--- config.mk ---
export PLATFORM = sky130hd
export DESIGN_NAME = lsu_obi_top
export DESIGN_NICKNAME = d
export VERILOG_FILES = /design/src/verilog/lsu_obi_pkg.sv /design/src/verilog/lsu_trans_if.sv /design/src/verilog/lsu_ctrl.sv /design/src/verilog/obi_integrity_fifo.sv /design/src/verilog/obi_data_adapter.sv /design/src/verilog/lsu_load_align.sv /design/src/verilog/lsu_obi_top.sv
export SDC_FILE = /design/constraint.sdc
export NUM_CORES = 1
export LEC_CHECK = 0
export BUFFER_PORTS_ARGS = -buffer_cell sky130_fd_sc_hd__buf_2
export CAP_MARGIN = 15
export CORE_UTILIZATION = 40
export CTS_BUF_LIST = sky130_fd_sc_hd__clkbuf_4 sky130_fd_sc_hd__clkbuf_8
export DETAILED_ROUTE_END_ITERATION = 8
export GPL_ROUTABILITY_DRIVEN = 0
export PLACE_DENSITY = 0.74
export SKIP_LAST_GASP = 1
export SLEW_MARGIN = 20
export SYNTH_ARGS = -nofsm -noshare
export SYNTH_HDL_FRONTEND = slang
export SYNTH_HIERARCHICAL = 1
export SYNTH_SLANG_ARGS = --single-unit
--- constraint.sdc ---
create_clock -name clk_i -period 2.5 [get_ports clk_i]
set_input_delay 0.375 -clock clk_i [delete_from_list [all_inputs] [get_ports clk_i]]
set_output_delay 0.375 -clock clk_i [all_outputs]
set_load 0.03 [all_outputs]
--- src/verilog/lsu_obi_pkg.sv ---
package lsu_obi_pkg;

  ////////////////////////////////////////
  // Bus widths
  ////////////////////////////////////////

  // Byte address
  typedef logic [31:0] addr_t;
  // Bus data word
  typedef logic [31:0] data_t;
  // One enable per byte lane
  typedef logic [3:0]  be_t;
  // A channel check code
  typedef logic [8:0]  achk_t;
  // R channel check code
  typedef logic [4:0]  rchk_t;

  // Access size as seen by the core
  typedef enum logic [1:0] {
    SIZE_BYTE = 2'b00,
    SIZE_HALF = 2'b01,
    SIZE_WORD = 2'b10
  } lsu_size_e;

  // Per-transfer context, carried alongside the outstanding transfer
  typedef struct packed {
    logic [1:0] offset;
    lsu_size_e  size;
    logic       sext;
    logic       we;
  } trans_ctx_t;

  ////////////////////////////////////////
  // Integrity codes
  ////////////////////////////////////////

  // Bit 8: be/we group, bits 7:4 wdata bytes, bits 3:0 addr bytes
  // Byte groups carry odd parity, the be/we group even parity
  function automatic achk_t calc_achk(addr_t addr, data_t wdata, be_t be, logic we);
    achk_t code;
    code[8] = ^{be, we};
    for (int i = 0; i < 4; i++) begin
      code[4+i] = ~^wdata[8*i +: 8];
      code[i]   = ~^addr[8*i +: 8];
    end
    return code;
  endfunction

  // Bit 4: err with even parity, bits 3:0 rdata bytes with odd parity
  function automatic rchk_t calc_rchk(data_t rdata, logic err);
    rchk_t code;
    code[4] = ^err;
    for (int i = 0; i < 4; i++) begin
      code[i] = ~^rdata[8*i +: 8];
    end
    return code;
  endfunction

endpackage

--- src/verilog/lsu_trans_if.sv ---
`timescale 1ns/10ps

// Transaction channel from control block to OBI adapter
interface lsu_trans_if import lsu_obi_pkg::*; ();
  logic       valid;
  logic       ready;
  addr_t      addr;
  logic       we;
  be_t        be;
  data_t      wdata;
  trans_ctx_t ctx;

  modport master (output valid, addr, we, be, wdata, ctx, input ready);
  modport slave (input valid, addr, we, be, wdata, ctx, output ready);
endinterface

// Response channel, consumer is always receptive so there is no ready
interface lsu_resp_if import lsu_obi_pkg::*; ();
  logic       valid;
  data_t      rdata;
  logic       err;
  logic       integrity_err;
  trans_ctx_t ctx;

  modport master (output valid, rdata, err, integrity_err, ctx);
  modport slave (input valid, rdata, err, integrity_err, ctx);
endinterface

--- src/verilog/lsu_ctrl.sv ---
`timescale 1ns/10ps

module lsu_ctrl import lsu_obi_pkg::*; (
  input  logic      clk_i,
  input  logic      rst_n_i,

  // Core request
  input  logic      req_valid_i,
  output logic      req_ready_o,
  input  addr_t     req_addr_i,
  input  logic      req_we_i,
  input  lsu_size_e req_size_i,
  input  logic      req_signed_i,
  input  data_t     req_wdata_i,

  // Transaction channel towards the adapter
  lsu_trans_if.master trans
);

  be_t   be;
  data_t wdata;

  ////////////////////////////////////////
  // Handshake
  ////////////////////////////////////////

  // Straight pass-through, no buffering here
  assign trans.valid = req_valid_i;
  assign req_ready_o = trans.ready;

  ////////////////////////////////////////
  // Byte enables and lane replication
  ////////////////////////////////////////

  always_comb begin
    case (req_size_i)
      SIZE_BYTE: begin
        be    = be_t'(4'b0001 << req_addr_i[1:0]);
        wdata = {4{req_wdata_i[7:0]}};
      end
      SIZE_HALF: begin
        be    = be_t'(4'b0011 << req_addr_i[1:0]);
        wdata = {2{req_wdata_i[15:0]}};
      end
      default: begin
        be    = 4'b1111;
        wdata = req_wdata_i;
      end
    endcase
  end

  assign trans.addr  = req_addr_i;
  assign trans.we    = req_we_i;
  assign trans.be    = be;
  assign trans.wdata = wdata;

  // Context needed later to align the load data
  assign trans.ctx.offset = req_addr_i[1:0];
  assign trans.ctx.size   = req_size_i;
  assign trans.ctx.sext   = req_signed_i;
  assign trans.ctx.we     = req_we_i;

  ////////////////////////////////////////
  // Assertions
  ////////////////////////////////////////

  // Only naturally aligned accesses reach the bus
  property p_aligned;
    @(posedge clk_i) disable iff (!rst_n_i)
      (req_valid_i && req_ready_o) |->
        ((req_size_i == SIZE_WORD) ? (req_addr_i[1:0] == 2'b00) :
         (req_size_i == SIZE_HALF) ? !req_addr_i[0] : 1'b1);
  endproperty
  a_aligned: assert property (p_aligned);

  // Request held stable while waiting for ready
  property p_stable;
    @(posedge clk_i) disable iff (!rst_n_i)
      (trans.valid && !trans.ready) |=>
        (trans.valid && $stable({trans.addr, trans.we, trans.be, trans.wdata, trans.ctx}));
  endproperty
  a_stable: assert property (p_stable);

endmodule

--- src/verilog/obi_integrity_fifo.sv ---
`timescale 1ns/10ps

module obi_integrity_fifo import lsu_obi_pkg::*; #(
  parameter int unsigned MAX_OUTSTANDING = 2
) (
  input  logic       clk_i,
  input  logic       rst_n_i,

  // Grant side
  input  logic       push_i,
  input  trans_ctx_t ctx_i,
  input  logic       gntpar_err_i,

  // Response side
  input  logic       pop_i,
  input  data_t      rdata_i,
  input  logic       err_i,
  input  rchk_t      rchk_i,

  output logic       full_o,
  output logic       empty_o,
  output trans_ctx_t ctx_o,

  output logic       gntpar_err_resp_o,
  output logic       rchk_err_resp_o,
  output logic       protocol_err_o
);

  localparam int unsigned PTR_W = (MAX_OUTSTANDING > 1) ? $clog2(MAX_OUTSTANDING) : 1;
  localparam int unsigned CNT_W = $clog2(MAX_OUTSTANDING + 1);

  logic [PTR_W-1:0] wr_ptr_q;
  logic [PTR_W-1:0] rd_ptr_q;
  logic [CNT_W-1:0] cnt_q;
  logic             push_en;
  logic             pop_en;

  // Entry storage, one context and one gnt parity flag per slot
  trans_ctx_t ctx_mem [MAX_OUTSTANDING];
  logic       gnt_err_mem [MAX_OUTSTANDING];

  assign full_o  = (cnt_q == CNT_W'(MAX_OUTSTANDING));
  assign empty_o = (cnt_q == '0);

  assign push_en = push_i && !full_o;
  assign pop_en  = pop_i && !empty_o;

  ////////////////////////////////////////
  // Pointers and fill level
  ////////////////////////////////////////

  always_ff @(posedge clk_i or negedge rst_n_i) begin
    if (!rst_n_i) begin
      wr_ptr_q <= '0;
      rd_ptr_q <= '0;
      cnt_q    <= '0;
    end else begin
      // Wrap at depth, which need not be a power of two
      if (push_en) begin
        wr_ptr_q <= (wr_ptr_q == PTR_W'(MAX_OUTSTANDING - 1)) ? '0 : wr_ptr_q + 1'b1;
      end
      if (pop_en) begin
        rd_ptr_q <= (rd_ptr_q == PTR_W'(MAX_OUTSTANDING - 1)) ? '0 : rd_ptr_q + 1'b1;
      end
      case ({push_en, pop_en})
        2'b10:   cnt_q <= cnt_q + 1'b1;
        2'b01:   cnt_q <= cnt_q - 1'b1;
        default: cnt_q <= cnt_q;
      endcase
    end
  end

  always_ff @(posedge clk_i) begin
    if (push_en) begin
      ctx_mem[wr_ptr_q]     <= ctx_i;
      gnt_err_mem[wr_ptr_q] <= gntpar_err_i;
    end
  end

  ////////////////////////////////////////
  // Response-timed checks
  ////////////////////////////////////////

  // Head entry seen in the rvalid cycle
  assign ctx_o             = ctx_mem[rd_ptr_q];
  assign gntpar_err_resp_o = pop_en && gnt_err_mem[rd_ptr_q];
  assign rchk_err_resp_o   = pop_en && (rchk_i != calc_rchk(rdata_i, err_i));
  // rvalid with no transfer outstanding
  assign protocol_err_o    = pop_i && empty_o;

  // Adapter must hold req low once full
  a_no_push_full: assert property (
    @(posedge clk_i) disable iff (!rst_n_i) push_i |-> !full_o);

  a_ptr_range: assert property (
    @(posedge clk_i) disable iff (!rst_n_i)
      (wr_ptr_q < MAX_OUTSTANDING) && (rd_ptr_q < MAX_OUTSTANDING));

endmodule

--- src/verilog/obi_data_adapter.sv ---
`timescale 1ns/10ps

module obi_data_adapter import lsu_obi_pkg::*; #(
  parameter int unsigned MAX_OUTSTANDING = 2
) (
  input  logic   clk_i,
  input  logic   rst_n_i,

  // Transaction and response channels
  lsu_trans_if.slave trans,
  lsu_resp_if.master resp,

  // OBI A channel
  output logic   obi_req_o,
  output logic   obi_reqpar_o,
  input  logic   obi_gnt_i,
  input  logic   obi_gntpar_i,
  output addr_t  obi_addr_o,
  output logic   obi_we_o,
  output be_t    obi_be_o,
  output data_t  obi_wdata_o,
  output achk_t  obi_achk_o,

  // OBI R channel
  input  logic   obi_rvalid_i,
  input  logic   obi_rvalidpar_i,
  input  data_t  obi_rdata_i,
  input  logic   obi_err_i,
  input  rchk_t  obi_rchk_i,

  // Alarms
  output logic   integrity_err_o,
  output logic   protocol_err_o
);

  logic fifo_full;
  logic fifo_empty;
  logic gntpar_err;
  logic rvalidpar_err;
  logic gntpar_err_resp;
  logic rchk_err_resp;

  ////////////////////////////////////////
  // A channel
  ////////////////////////////////////////

  // No new request while every FIFO slot is taken
  assign obi_req_o    = trans.valid && !fifo_full;
  assign obi_reqpar_o = !obi_req_o;
  assign trans.ready  = obi_gnt_i && !fifo_full;

  assign obi_addr_o  = trans.addr;
  assign obi_we_o    = trans.we;
  assign obi_be_o    = trans.be;
  assign obi_wdata_o = trans.wdata;
  assign obi_achk_o  = calc_achk(trans.addr, trans.wdata, trans.be, trans.we);

  // Parity wires must always be the inverse of their signal
  assign gntpar_err    = (obi_gnt_i == obi_gntpar_i);
  assign rvalidpar_err = (obi_rvalid_i == obi_rvalidpar_i);

  obi_integrity_fifo #(
    .MAX_OUTSTANDING (MAX_OUTSTANDING)
  ) u_integrity_fifo (
    .clk_i             (clk_i),
    .rst_n_i           (rst_n_i),
    .push_i            (obi_req_o && obi_gnt_i),
    .ctx_i             (trans.ctx),
    .gntpar_err_i      (gntpar_err),
    .pop_i             (obi_rvalid_i),
    .rdata_i           (obi_rdata_i),
    .err_i             (obi_err_i),
    .rchk_i            (obi_rchk_i),
    .full_o            (fifo_full),
    .empty_o           (fifo_empty),
    .ctx_o             (resp.ctx),
    .gntpar_err_resp_o (gntpar_err_resp),
    .rchk_err_resp_o   (rchk_err_resp),
    .protocol_err_o    (protocol_err_o)
  );

  ////////////////////////////////////////
  // R channel
  ////////////////////////////////////////

  // Spurious rvalid (nothing outstanding) is dropped here
  assign resp.valid         = obi_rvalid_i && !fifo_empty;
  assign resp.rdata         = obi_rdata_i;
  assign resp.err           = obi_err_i;
  assign resp.integrity_err = gntpar_err_resp || rvalidpar_err || rchk_err_resp;

  // Alarm fires at once, gnt error with grant timing
  assign integrity_err_o = gntpar_err || rvalidpar_err || rchk_err_resp;

endmodule

--- src/verilog/lsu_load_align.sv ---
`timescale 1ns/10ps

module lsu_load_align import lsu_obi_pkg::*; (
  lsu_resp_if.slave resp,

  output logic  resp_valid_o,
  output logic  resp_err_o,
  output logic  resp_integrity_err_o,
  output data_t resp_rdata_o
);

  data_t shifted;

  // Move the addressed lane down to bit 0
  assign shifted = resp.rdata >> {resp.ctx.offset, 3'b000};

  always_comb begin
    case (resp.ctx.size)
      SIZE_BYTE: resp_rdata_o = {{24{resp.ctx.sext & shifted[7]}}, shifted[7:0]};
      SIZE_HALF: resp_rdata_o = {{16{resp.ctx.sext & shifted[15]}}, shifted[15:0]};
      // Word, offset is always zero
      default:   resp_rdata_o = shifted;
    endcase
  end

  assign resp_valid_o         = resp.valid;
  assign resp_err_o           = resp.err;
  assign resp_integrity_err_o = resp.integrity_err;

endmodule

--- src/verilog/lsu_obi_top.sv ---
`timescale 1ns/10ps

module lsu_obi_top import lsu_obi_pkg::*; #(
  parameter int unsigned MAX_OUTSTANDING = 2
) (
  input  logic      clk_i,
  input  logic      rst_n_i,

  // Core request
  input  logic      req_valid_i,
  output logic      req_ready_o,
  input  addr_t     req_addr_i,
  input  logic      req_we_i,
  input  lsu_size_e req_size_i,
  input  logic      req_signed_i,
  input  data_t     req_wdata_i,

  // Core response
  output logic      resp_valid_o,
  output data_t     resp_rdata_o,
  output logic      resp_err_o,
  output logic      resp_integrity_err_o,

  // Alarms
  output logic      integrity_err_o,
  output logic      protocol_err_o,

  // OBI master
  output logic      obi_req_o,
  output logic      obi_reqpar_o,
  input  logic      obi_gnt_i,
  input  logic      obi_gntpar_i,
  output addr_t     obi_addr_o,
  output logic      obi_we_o,
  output be_t       obi_be_o,
  output data_t     obi_wdata_o,
  output achk_t     obi_achk_o,
  input  logic      obi_rvalid_i,
  input  logic      obi_rvalidpar_i,
  input  data_t     obi_rdata_i,
  input  logic      obi_err_i,
  input  rchk_t     obi_rchk_i
);

  lsu_trans_if u_trans_if ();
  lsu_resp_if  u_resp_if ();

  lsu_ctrl u_ctrl (
    .clk_i        (clk_i),
    .rst_n_i      (rst_n_i),
    .req_valid_i  (req_valid_i),
    .req_ready_o  (req_ready_o),
    .req_addr_i   (req_addr_i),
    .req_we_i     (req_we_i),
    .req_size_i   (req_size_i),
    .req_signed_i (req_signed_i),
    .req_wdata_i  (req_wdata_i),
    .trans        (u_trans_if.master)
  );

  obi_data_adapter #(
    .MAX_OUTSTANDING (MAX_OUTSTANDING)
  ) u_adapter (
    .clk_i           (clk_i),
    .rst_n_i         (rst_n_i),
    .trans           (u_trans_if.slave),
    .resp            (u_resp_if.master),
    .obi_req_o       (obi_req_o),
    .obi_reqpar_o    (obi_reqpar_o),
    .obi_gnt_i       (obi_gnt_i),
    .obi_gntpar_i    (obi_gntpar_i),
    .obi_addr_o      (obi_addr_o),
    .obi_we_o        (obi_we_o),
    .obi_be_o        (obi_be_o),
    .obi_wdata_o     (obi_wdata_o),
    .obi_achk_o      (obi_achk_o),
    .obi_rvalid_i    (obi_rvalid_i),
    .obi_rvalidpar_i (obi_rvalidpar_i),
    .obi_rdata_i     (obi_rdata_i),
    .obi_err_i       (obi_err_i),
    .obi_rchk_i      (obi_rchk_i),
    .integrity_err_o (integrity_err_o),
    .protocol_err_o  (protocol_err_o)
  );

  lsu_load_align u_load_align (
    .resp                 (u_resp_if.slave),
    .resp_valid_o         (resp_valid_o),
    .resp_err_o           (resp_err_o),
    .resp_integrity_err_o (resp_integrity_err_o),
    .resp_rdata_o         (resp_rdata_o)
  );

endmodule

==> results of run 1 <==
report_power, final:
group / switching (mW) / total, mW / internal (mW) / leakage, nW
logic: 1.93 / 3.11 / 1.18 / 1.82
clock network: 0.0768 / 0.185 / 0.109 / 0.0231
registers: 0.0509 / 0.404 / 0.354 / 0.155
total: 2.06 / 3.70 / 1.64 / 2.00
state kept, by name (all words and copies together), names as in the netlist:
signal	flops
u_adapter/u_integrity_fifo/rd_ptr_q	1
u_adapter/u_integrity_fifo/ctx_mem	10
u_adapter/u_integrity_fifo/gnt_err_mem	2
u_adapter/u_integrity_fifo/cnt_q	2
u_adapter/u_integrity_fifo/wr_ptr_q	1
worst max-delay path: cells and delay by family, from the launching register on:
family          cells  cell delay [ns]
mux                 1             0.35
simple gates        1             0.33
buf+inv             2             0.37
compound gates      2             0.29
flops               1             0.44
cell usage in the layout (no fill, tap or decap), types with 4 or more instances in the layout:
cell	count
a211oi_1	7
a21boi_1	5
a21oi_1	15
buf_2	225
buf_4	15
edfxtp_1	12
inv_1	4
mux2_2	19
mux2i_1	25
nand2_1	11
nand2b_1	4
nor2_1	8
nor2b_1	12
o21ai_1	9
o22ai_1	6
o2bb2ai_2	8
or2_2	6
xnor2_1	90
xor2_1	4
per-stage QoR:
stage               worst slack [ns]  setup TNS (ns)  hold slack [ns]   util  power [mW]
floorplan                     -0.162          -0.648           0.0794      -        2.87
global placement              0.0993               0            0.186  0.445        3.40
detailed placement            0.0508               0            0.196  0.445        3.45
CTS                           0.0267               0            0.327  0.453        3.67
global route                 -0.0161         -0.0428            0.327  0.457        3.93
finish                        0.0837               0            0.333  0.457        3.70
timing repair:
item                       in CTS  in global routing
hold endpoints to repair        4                  0
hold buffers                    1                  0
pin swaps                       0                  5
gates resized for setup         5                 14
setup endpoints to repair       8                 20
area by class of cell:
class | instances | area (sq um) | area share
Inverter | 4 | 15.0 | 0.00350
Timing Repair Buffer | 244 | 1310 | 0.305
Tap cell | 129 | 161 | 0.0377
Clock inverter | 1 | 3.75 | 0.000876
Clock buffer | 3 | 41.3 | 0.00963
Sequential cell | 16 | 462 | 0.108
Multi-Input combinational cell | 265 | 2290 | 0.535
routing by layer:
metal	up-vias	GRT usage	wire [um]	part of all wire
met5	-	0	0	0
li1	1523	-	-	-
met3	14	0.0145	553	0.062
met4	0	0.0535	197	0.022
met1	1390	0.167	3410	0.38
met2	151	0.323	4720	0.53
path summary, 6_finish.rpt:
kind                                                           from                                        to  slack, ns
min in group asynchronous                                   rst_n_i       u_adapter/u_integrity_fifo/wr_ptr_q       0.47
worst max-delay path            u_adapter/u_integrity_fifo/rd_ptr_q                          resp_rdata_o[21]       0.08
worst min register to register  u_adapter/u_integrity_fifo/wr_ptr_q       u_adapter/u_integrity_fifo/wr_ptr_q       0.51
worst max register to register  u_adapter/u_integrity_fifo/cnt_q[0]  u_adapter/u_integrity_fifo/ctx_mem[0][4]       0.60
max in group asynchronous                                   rst_n_i       u_adapter/u_integrity_fifo/rd_ptr_q       1.88
worst min-delay path                                   req_signed_i  u_adapter/u_integrity_fifo/ctx_mem[1][1]       0.33
==> impl_metrics.ini, run 1 <==
[run_status]
status = complete, no violations

[cts]
clkSlewWorstSetupHoldPaths_ns = 0.06
cts_setup_buffers = 0
insertion_delay_ns = 0.24
cts_buffer_depth = 2
tritoncts = done
cts.htree.levels = 1
clock_sinks = 16
cts-root-buf = clkbuf_8
cts_made_buffers = 3

[final_layout]
postLayoutCellArea_sq_um = 4290
diodes = 0
finalNetCount = 648
drive_above_1_share = 0.557
final_cells = 662
nFillCells = 925
layout-area-overhead-vs-synth_pct = 8.83

[placement]
dp_cells = 657
portBuffers = 230
dpl.hpwl_um = 7720
dpl_cell_area_sq_um = 4170

[sta]
finalCriticalPeriod_ns = 2.42
slew_viol_final = 0
max_freq_mhz = 414
setup-violations-final = 0
rsz0062_at_grt = true
tightestPinTransition_ns = 0.515
hold_violations = 0
finalCritPeriodShare = 0.967
max_slew_margin = 0.655
skew_ns = 0.00505

[global_route]
first_global_vias = 2947
grt_use_total = 0.158
antenna_found_initial = 0
grt_pass1_wl_um = 13200
grt_overflow = 0
grt_start_max_net_pins = 37

[die]
initial_utilization = 0.420
rows = 35
coreArea_sq_um = 9370
dieArea_sq_um = 10200
pin_count = 231
fp.dieH_um = 101
dieWidth_um = 101

[synthesis]
synth_cells = 454
yosysWarningCount = 6
syn-cell-area_sq_um = 3940
syn-num-nets = 568
avgSynthCellArea_sq_um = 8.68

[critical_path]
start_kind = flip-flop
cpMaxStageDelayCell = dfrtp_2
required_ns = 2.12
path_cells = mux2_4, or2_2, o221ai_4, buf_12, o22ai_1, buf_2
critPathMaxStageDelay_ns = 0.44
worst_setup_path_end_kind = output port
crit_arrival_ns = 2.04
path_class = flip-flop to output port
critPathMaxFanout = 16
reg2regPathDepth = 6

[routing]
final_antenna_net_count = 0
drt_wl_total_um = 8880
dr.pass1.iters = 4
drcViolationCount = 0
dr.first_iter.drc_count = 83
viasPerCell = 4.65
route.vias.total = 3078
wl_per_cell_um = 13.4

[flow_run]
drv_cap = 0

[hold_path]
hp-class = input pin to flip-flop
hold_depth = 1

[pwr]
power_density_nw_per_um2 = 863
power.leakage_nw = 2.00
ir_drop_mv = 0.388
No activity file was read; power rests on OpenSTA's default activity.
==> run 2: changes to the inputs <==
--- a/config.mk
+++ b/config.mk
@@ -11,7 +11,8 @@
 export CTS_BUF_LIST = sky130_fd_sc_hd__clkbuf_4 sky130_fd_sc_hd__clkbuf_8
 export DETAILED_ROUTE_END_ITERATION = 8
 export GPL_ROUTABILITY_DRIVEN = 0
-export PLACE_DENSITY = 0.74
+export PLACE_DENSITY_LB_ADDON = 0.2
+export REMOVE_ABC_BUFFERS = 1
 export SKIP_LAST_GASP = 1
 export SLEW_MARGIN = 20
 export SYNTH_ARGS = -nofsm -noshare
==> impl_metrics.ini, run 2 (synthesis gave the netlist of run 1 again) <==
[run_status]
status = complete, no violations

[cts]
clock_sinks = 16
cts_made_buffers = 3
cts-root-buf = clkbuf_8
clkSlewWorstSetupHoldPaths_ns = 0.06
cts.htree.levels = 1
insertion_delay_ns = 0.24
tritoncts = done
cts_buffer_depth = 2

[global_route]
grt_pass1_wl_um = 13800
antenna_found_initial = 2
grt_use_met2 = 0.314
grt_start_max_net_pins = 35
grt_use_total = 0.169
use_met1 = 0.196
grt_use_met3 = 0.0269
first_global_vias = 2895
grt_overflow = 0
busiest_layer = met2

[critical_path]
start_kind = flip-flop
required_ns = 2.12
cpMostUsedCell = mux2_4
critPathMaxFanout = 8
cp_num_buf_inv = 2
cp_num_cells = 6
path_class = flip-flop to output port
worst_setup_path_end_kind = output port
critPathMaxStageDelay_ns = 0.43
crit_arrival_ns = 2.10
cpMaxStageDelayCell = dfrtp_2
path_cells = mux2_4, mux2_4, o221ai_4, clkbuf_16, o22ai_2, buf_6
reg2regPathDepth = 6
crit_family = multiplexers

[die]
dieArea_sq_um = 10200
fp.dieH_um = 101
rows = 35
initial_utilization = 0.420
pin_count = 231
coreArea_sq_um = 9370
dieWidth_um = 101

[sta]
max_freq_mhz = 404
worst_slack_ns = 0.0274
rsz0062_at_grt = true
finalCriticalPeriod_ns = 2.47
hold_violations = 0
holdWs_ns = 0.316
skew_ns = 0.00200
max_slew_margin = 0.667
tightestPinTransition_ns = 0.498
finalCritPeriodShare = 0.989
slew_viol_final = 0
setup-violations-final = 0
tns_ns = 0

[final_layout]
final_common_cell = buf_2
largest_reg_flops = 10
finalNetCount = 657
nFillCells = 976
final_cells = 673
final-seq-area_sq_um = 462
postLayoutCellArea_sq_um = 4430
layout-area-overhead-vs-synth_pct = 12.4
utilization = 0.472
final_cell_mix = buf_2, xnor2_1, buf_4, mux2i_1, mux2_2
drive_above_1_share = 0.557
reg_top3 = u_adapter/u_integrity_fifo/ctx_mem: 10 flops, u_adapter/u_integrity_fifo/cnt_q: 2 flops, u_adapter/u_integrity_fifo/gnt_err_mem: 2 flops
top_register = u_adapter/u_integrity_fifo/ctx_mem
multiInputGateArea_sq_um = 2290

[placement]
dpl_cell_area_sq_um = 4100
dpl.hpwl_um = 7910
dp_cells = 657
portBuffers = 230
dp_slack_ns = 0.0530

[pwr]
power_density_nw_per_um2 = 877
switching_share = 0.543
power.leakage_nw = 2.05
switching_power_mw = 2.11
seqPwrFrac = 0.103
pwr-share-clk = 0.049
ir_drop_mv = 0.374
total_power_mw = 3.88
comb_power_share = 0.848
power.internal_mw = 1.77

[flow_run]
drv_cap = 0

[routing]
dr.first_iter.drc_count = 63
drt_wl_total_um = 9390
dr.pass1.iters = 4
route.vias.total = 3111
drcViolationCount = 0
wl_per_cell_um = 14.0
final_antenna_net_count = 0
viasPerCell = 4.62

[hold_path]
hp-class = input pin to flip-flop
hold_depth = 1
## run 2: repair_timing
item	4_1_cts	5_1_grt
buffers inserted	1	7
cloned	0	1
endpoints found under the hold margin	4	0
pin swaps	0	8
hold buffers	1	0
setup endpoints to repair	24	22
gates resized for setup	4	62
## run 2: worst paths after layout
path / start / to / slack [ns]
min: req_signed_i / u_adapter/u_integrity_fifo/ctx_mem[0][1] / 0.32
max: u_adapter/u_integrity_fifo/rd_ptr_q / resp_rdata_o[16] / 0.03
min in group asynchronous: rst_n_i / u_adapter/u_integrity_fifo/cnt_q[1] / 0.49
max reg2reg: u_adapter/u_integrity_fifo/cnt_q[0] / u_adapter/u_integrity_fifo/ctx_mem[0][5] / 0.49
max in group asynchronous: rst_n_i / u_adapter/u_integrity_fifo/rd_ptr_q / 1.88
min reg2reg: u_adapter/u_integrity_fifo/wr_ptr_q / u_adapter/u_integrity_fifo/wr_ptr_q / 0.50
## run 2: final cells by class
type                    instances  share of cell area
diodes                          2             0.00113
clock buffers                   3             0.00933
clock inverters                 1            0.000848
inverters                       4             0.00339
multi-input cells             265               0.517
flip-flops and latches         16               0.104
well taps                     129              0.0365
repair buffers                253               0.327
## run 2: power by group through the flow
stage	Combinational, mW	Sequential (mW)	Clock (mW)
2_1_floorplan	2.00	0.401	0
3_3_place_gp	2.95	0.404	0
3_5_place_dp	2.95	0.407	0
4_1_cts	3.01	0.400	0.201
5_1_grt	3.49	0.408	0.210
6_report	3.29	0.399	0.191
## run 2: worst register-to-register path, delay by kind of cell (launching register included)
family / cells / cell delay (ns)
buffers and inverters: 1 / 0.09
DFF: 1 / 0.43
and+or+nand+nor: 5 / 1.13
## run 2: per-layer routing
| metal | wire length [um] | share of wire |
|---|---|---|
| met2 | 4990 | 0.53 |
| met1 | 3730 | 0.40 |
| met5 | 0 | 0 |
| met3 | 565 | 0.060 |
| met4 | 114 | 0.012 |
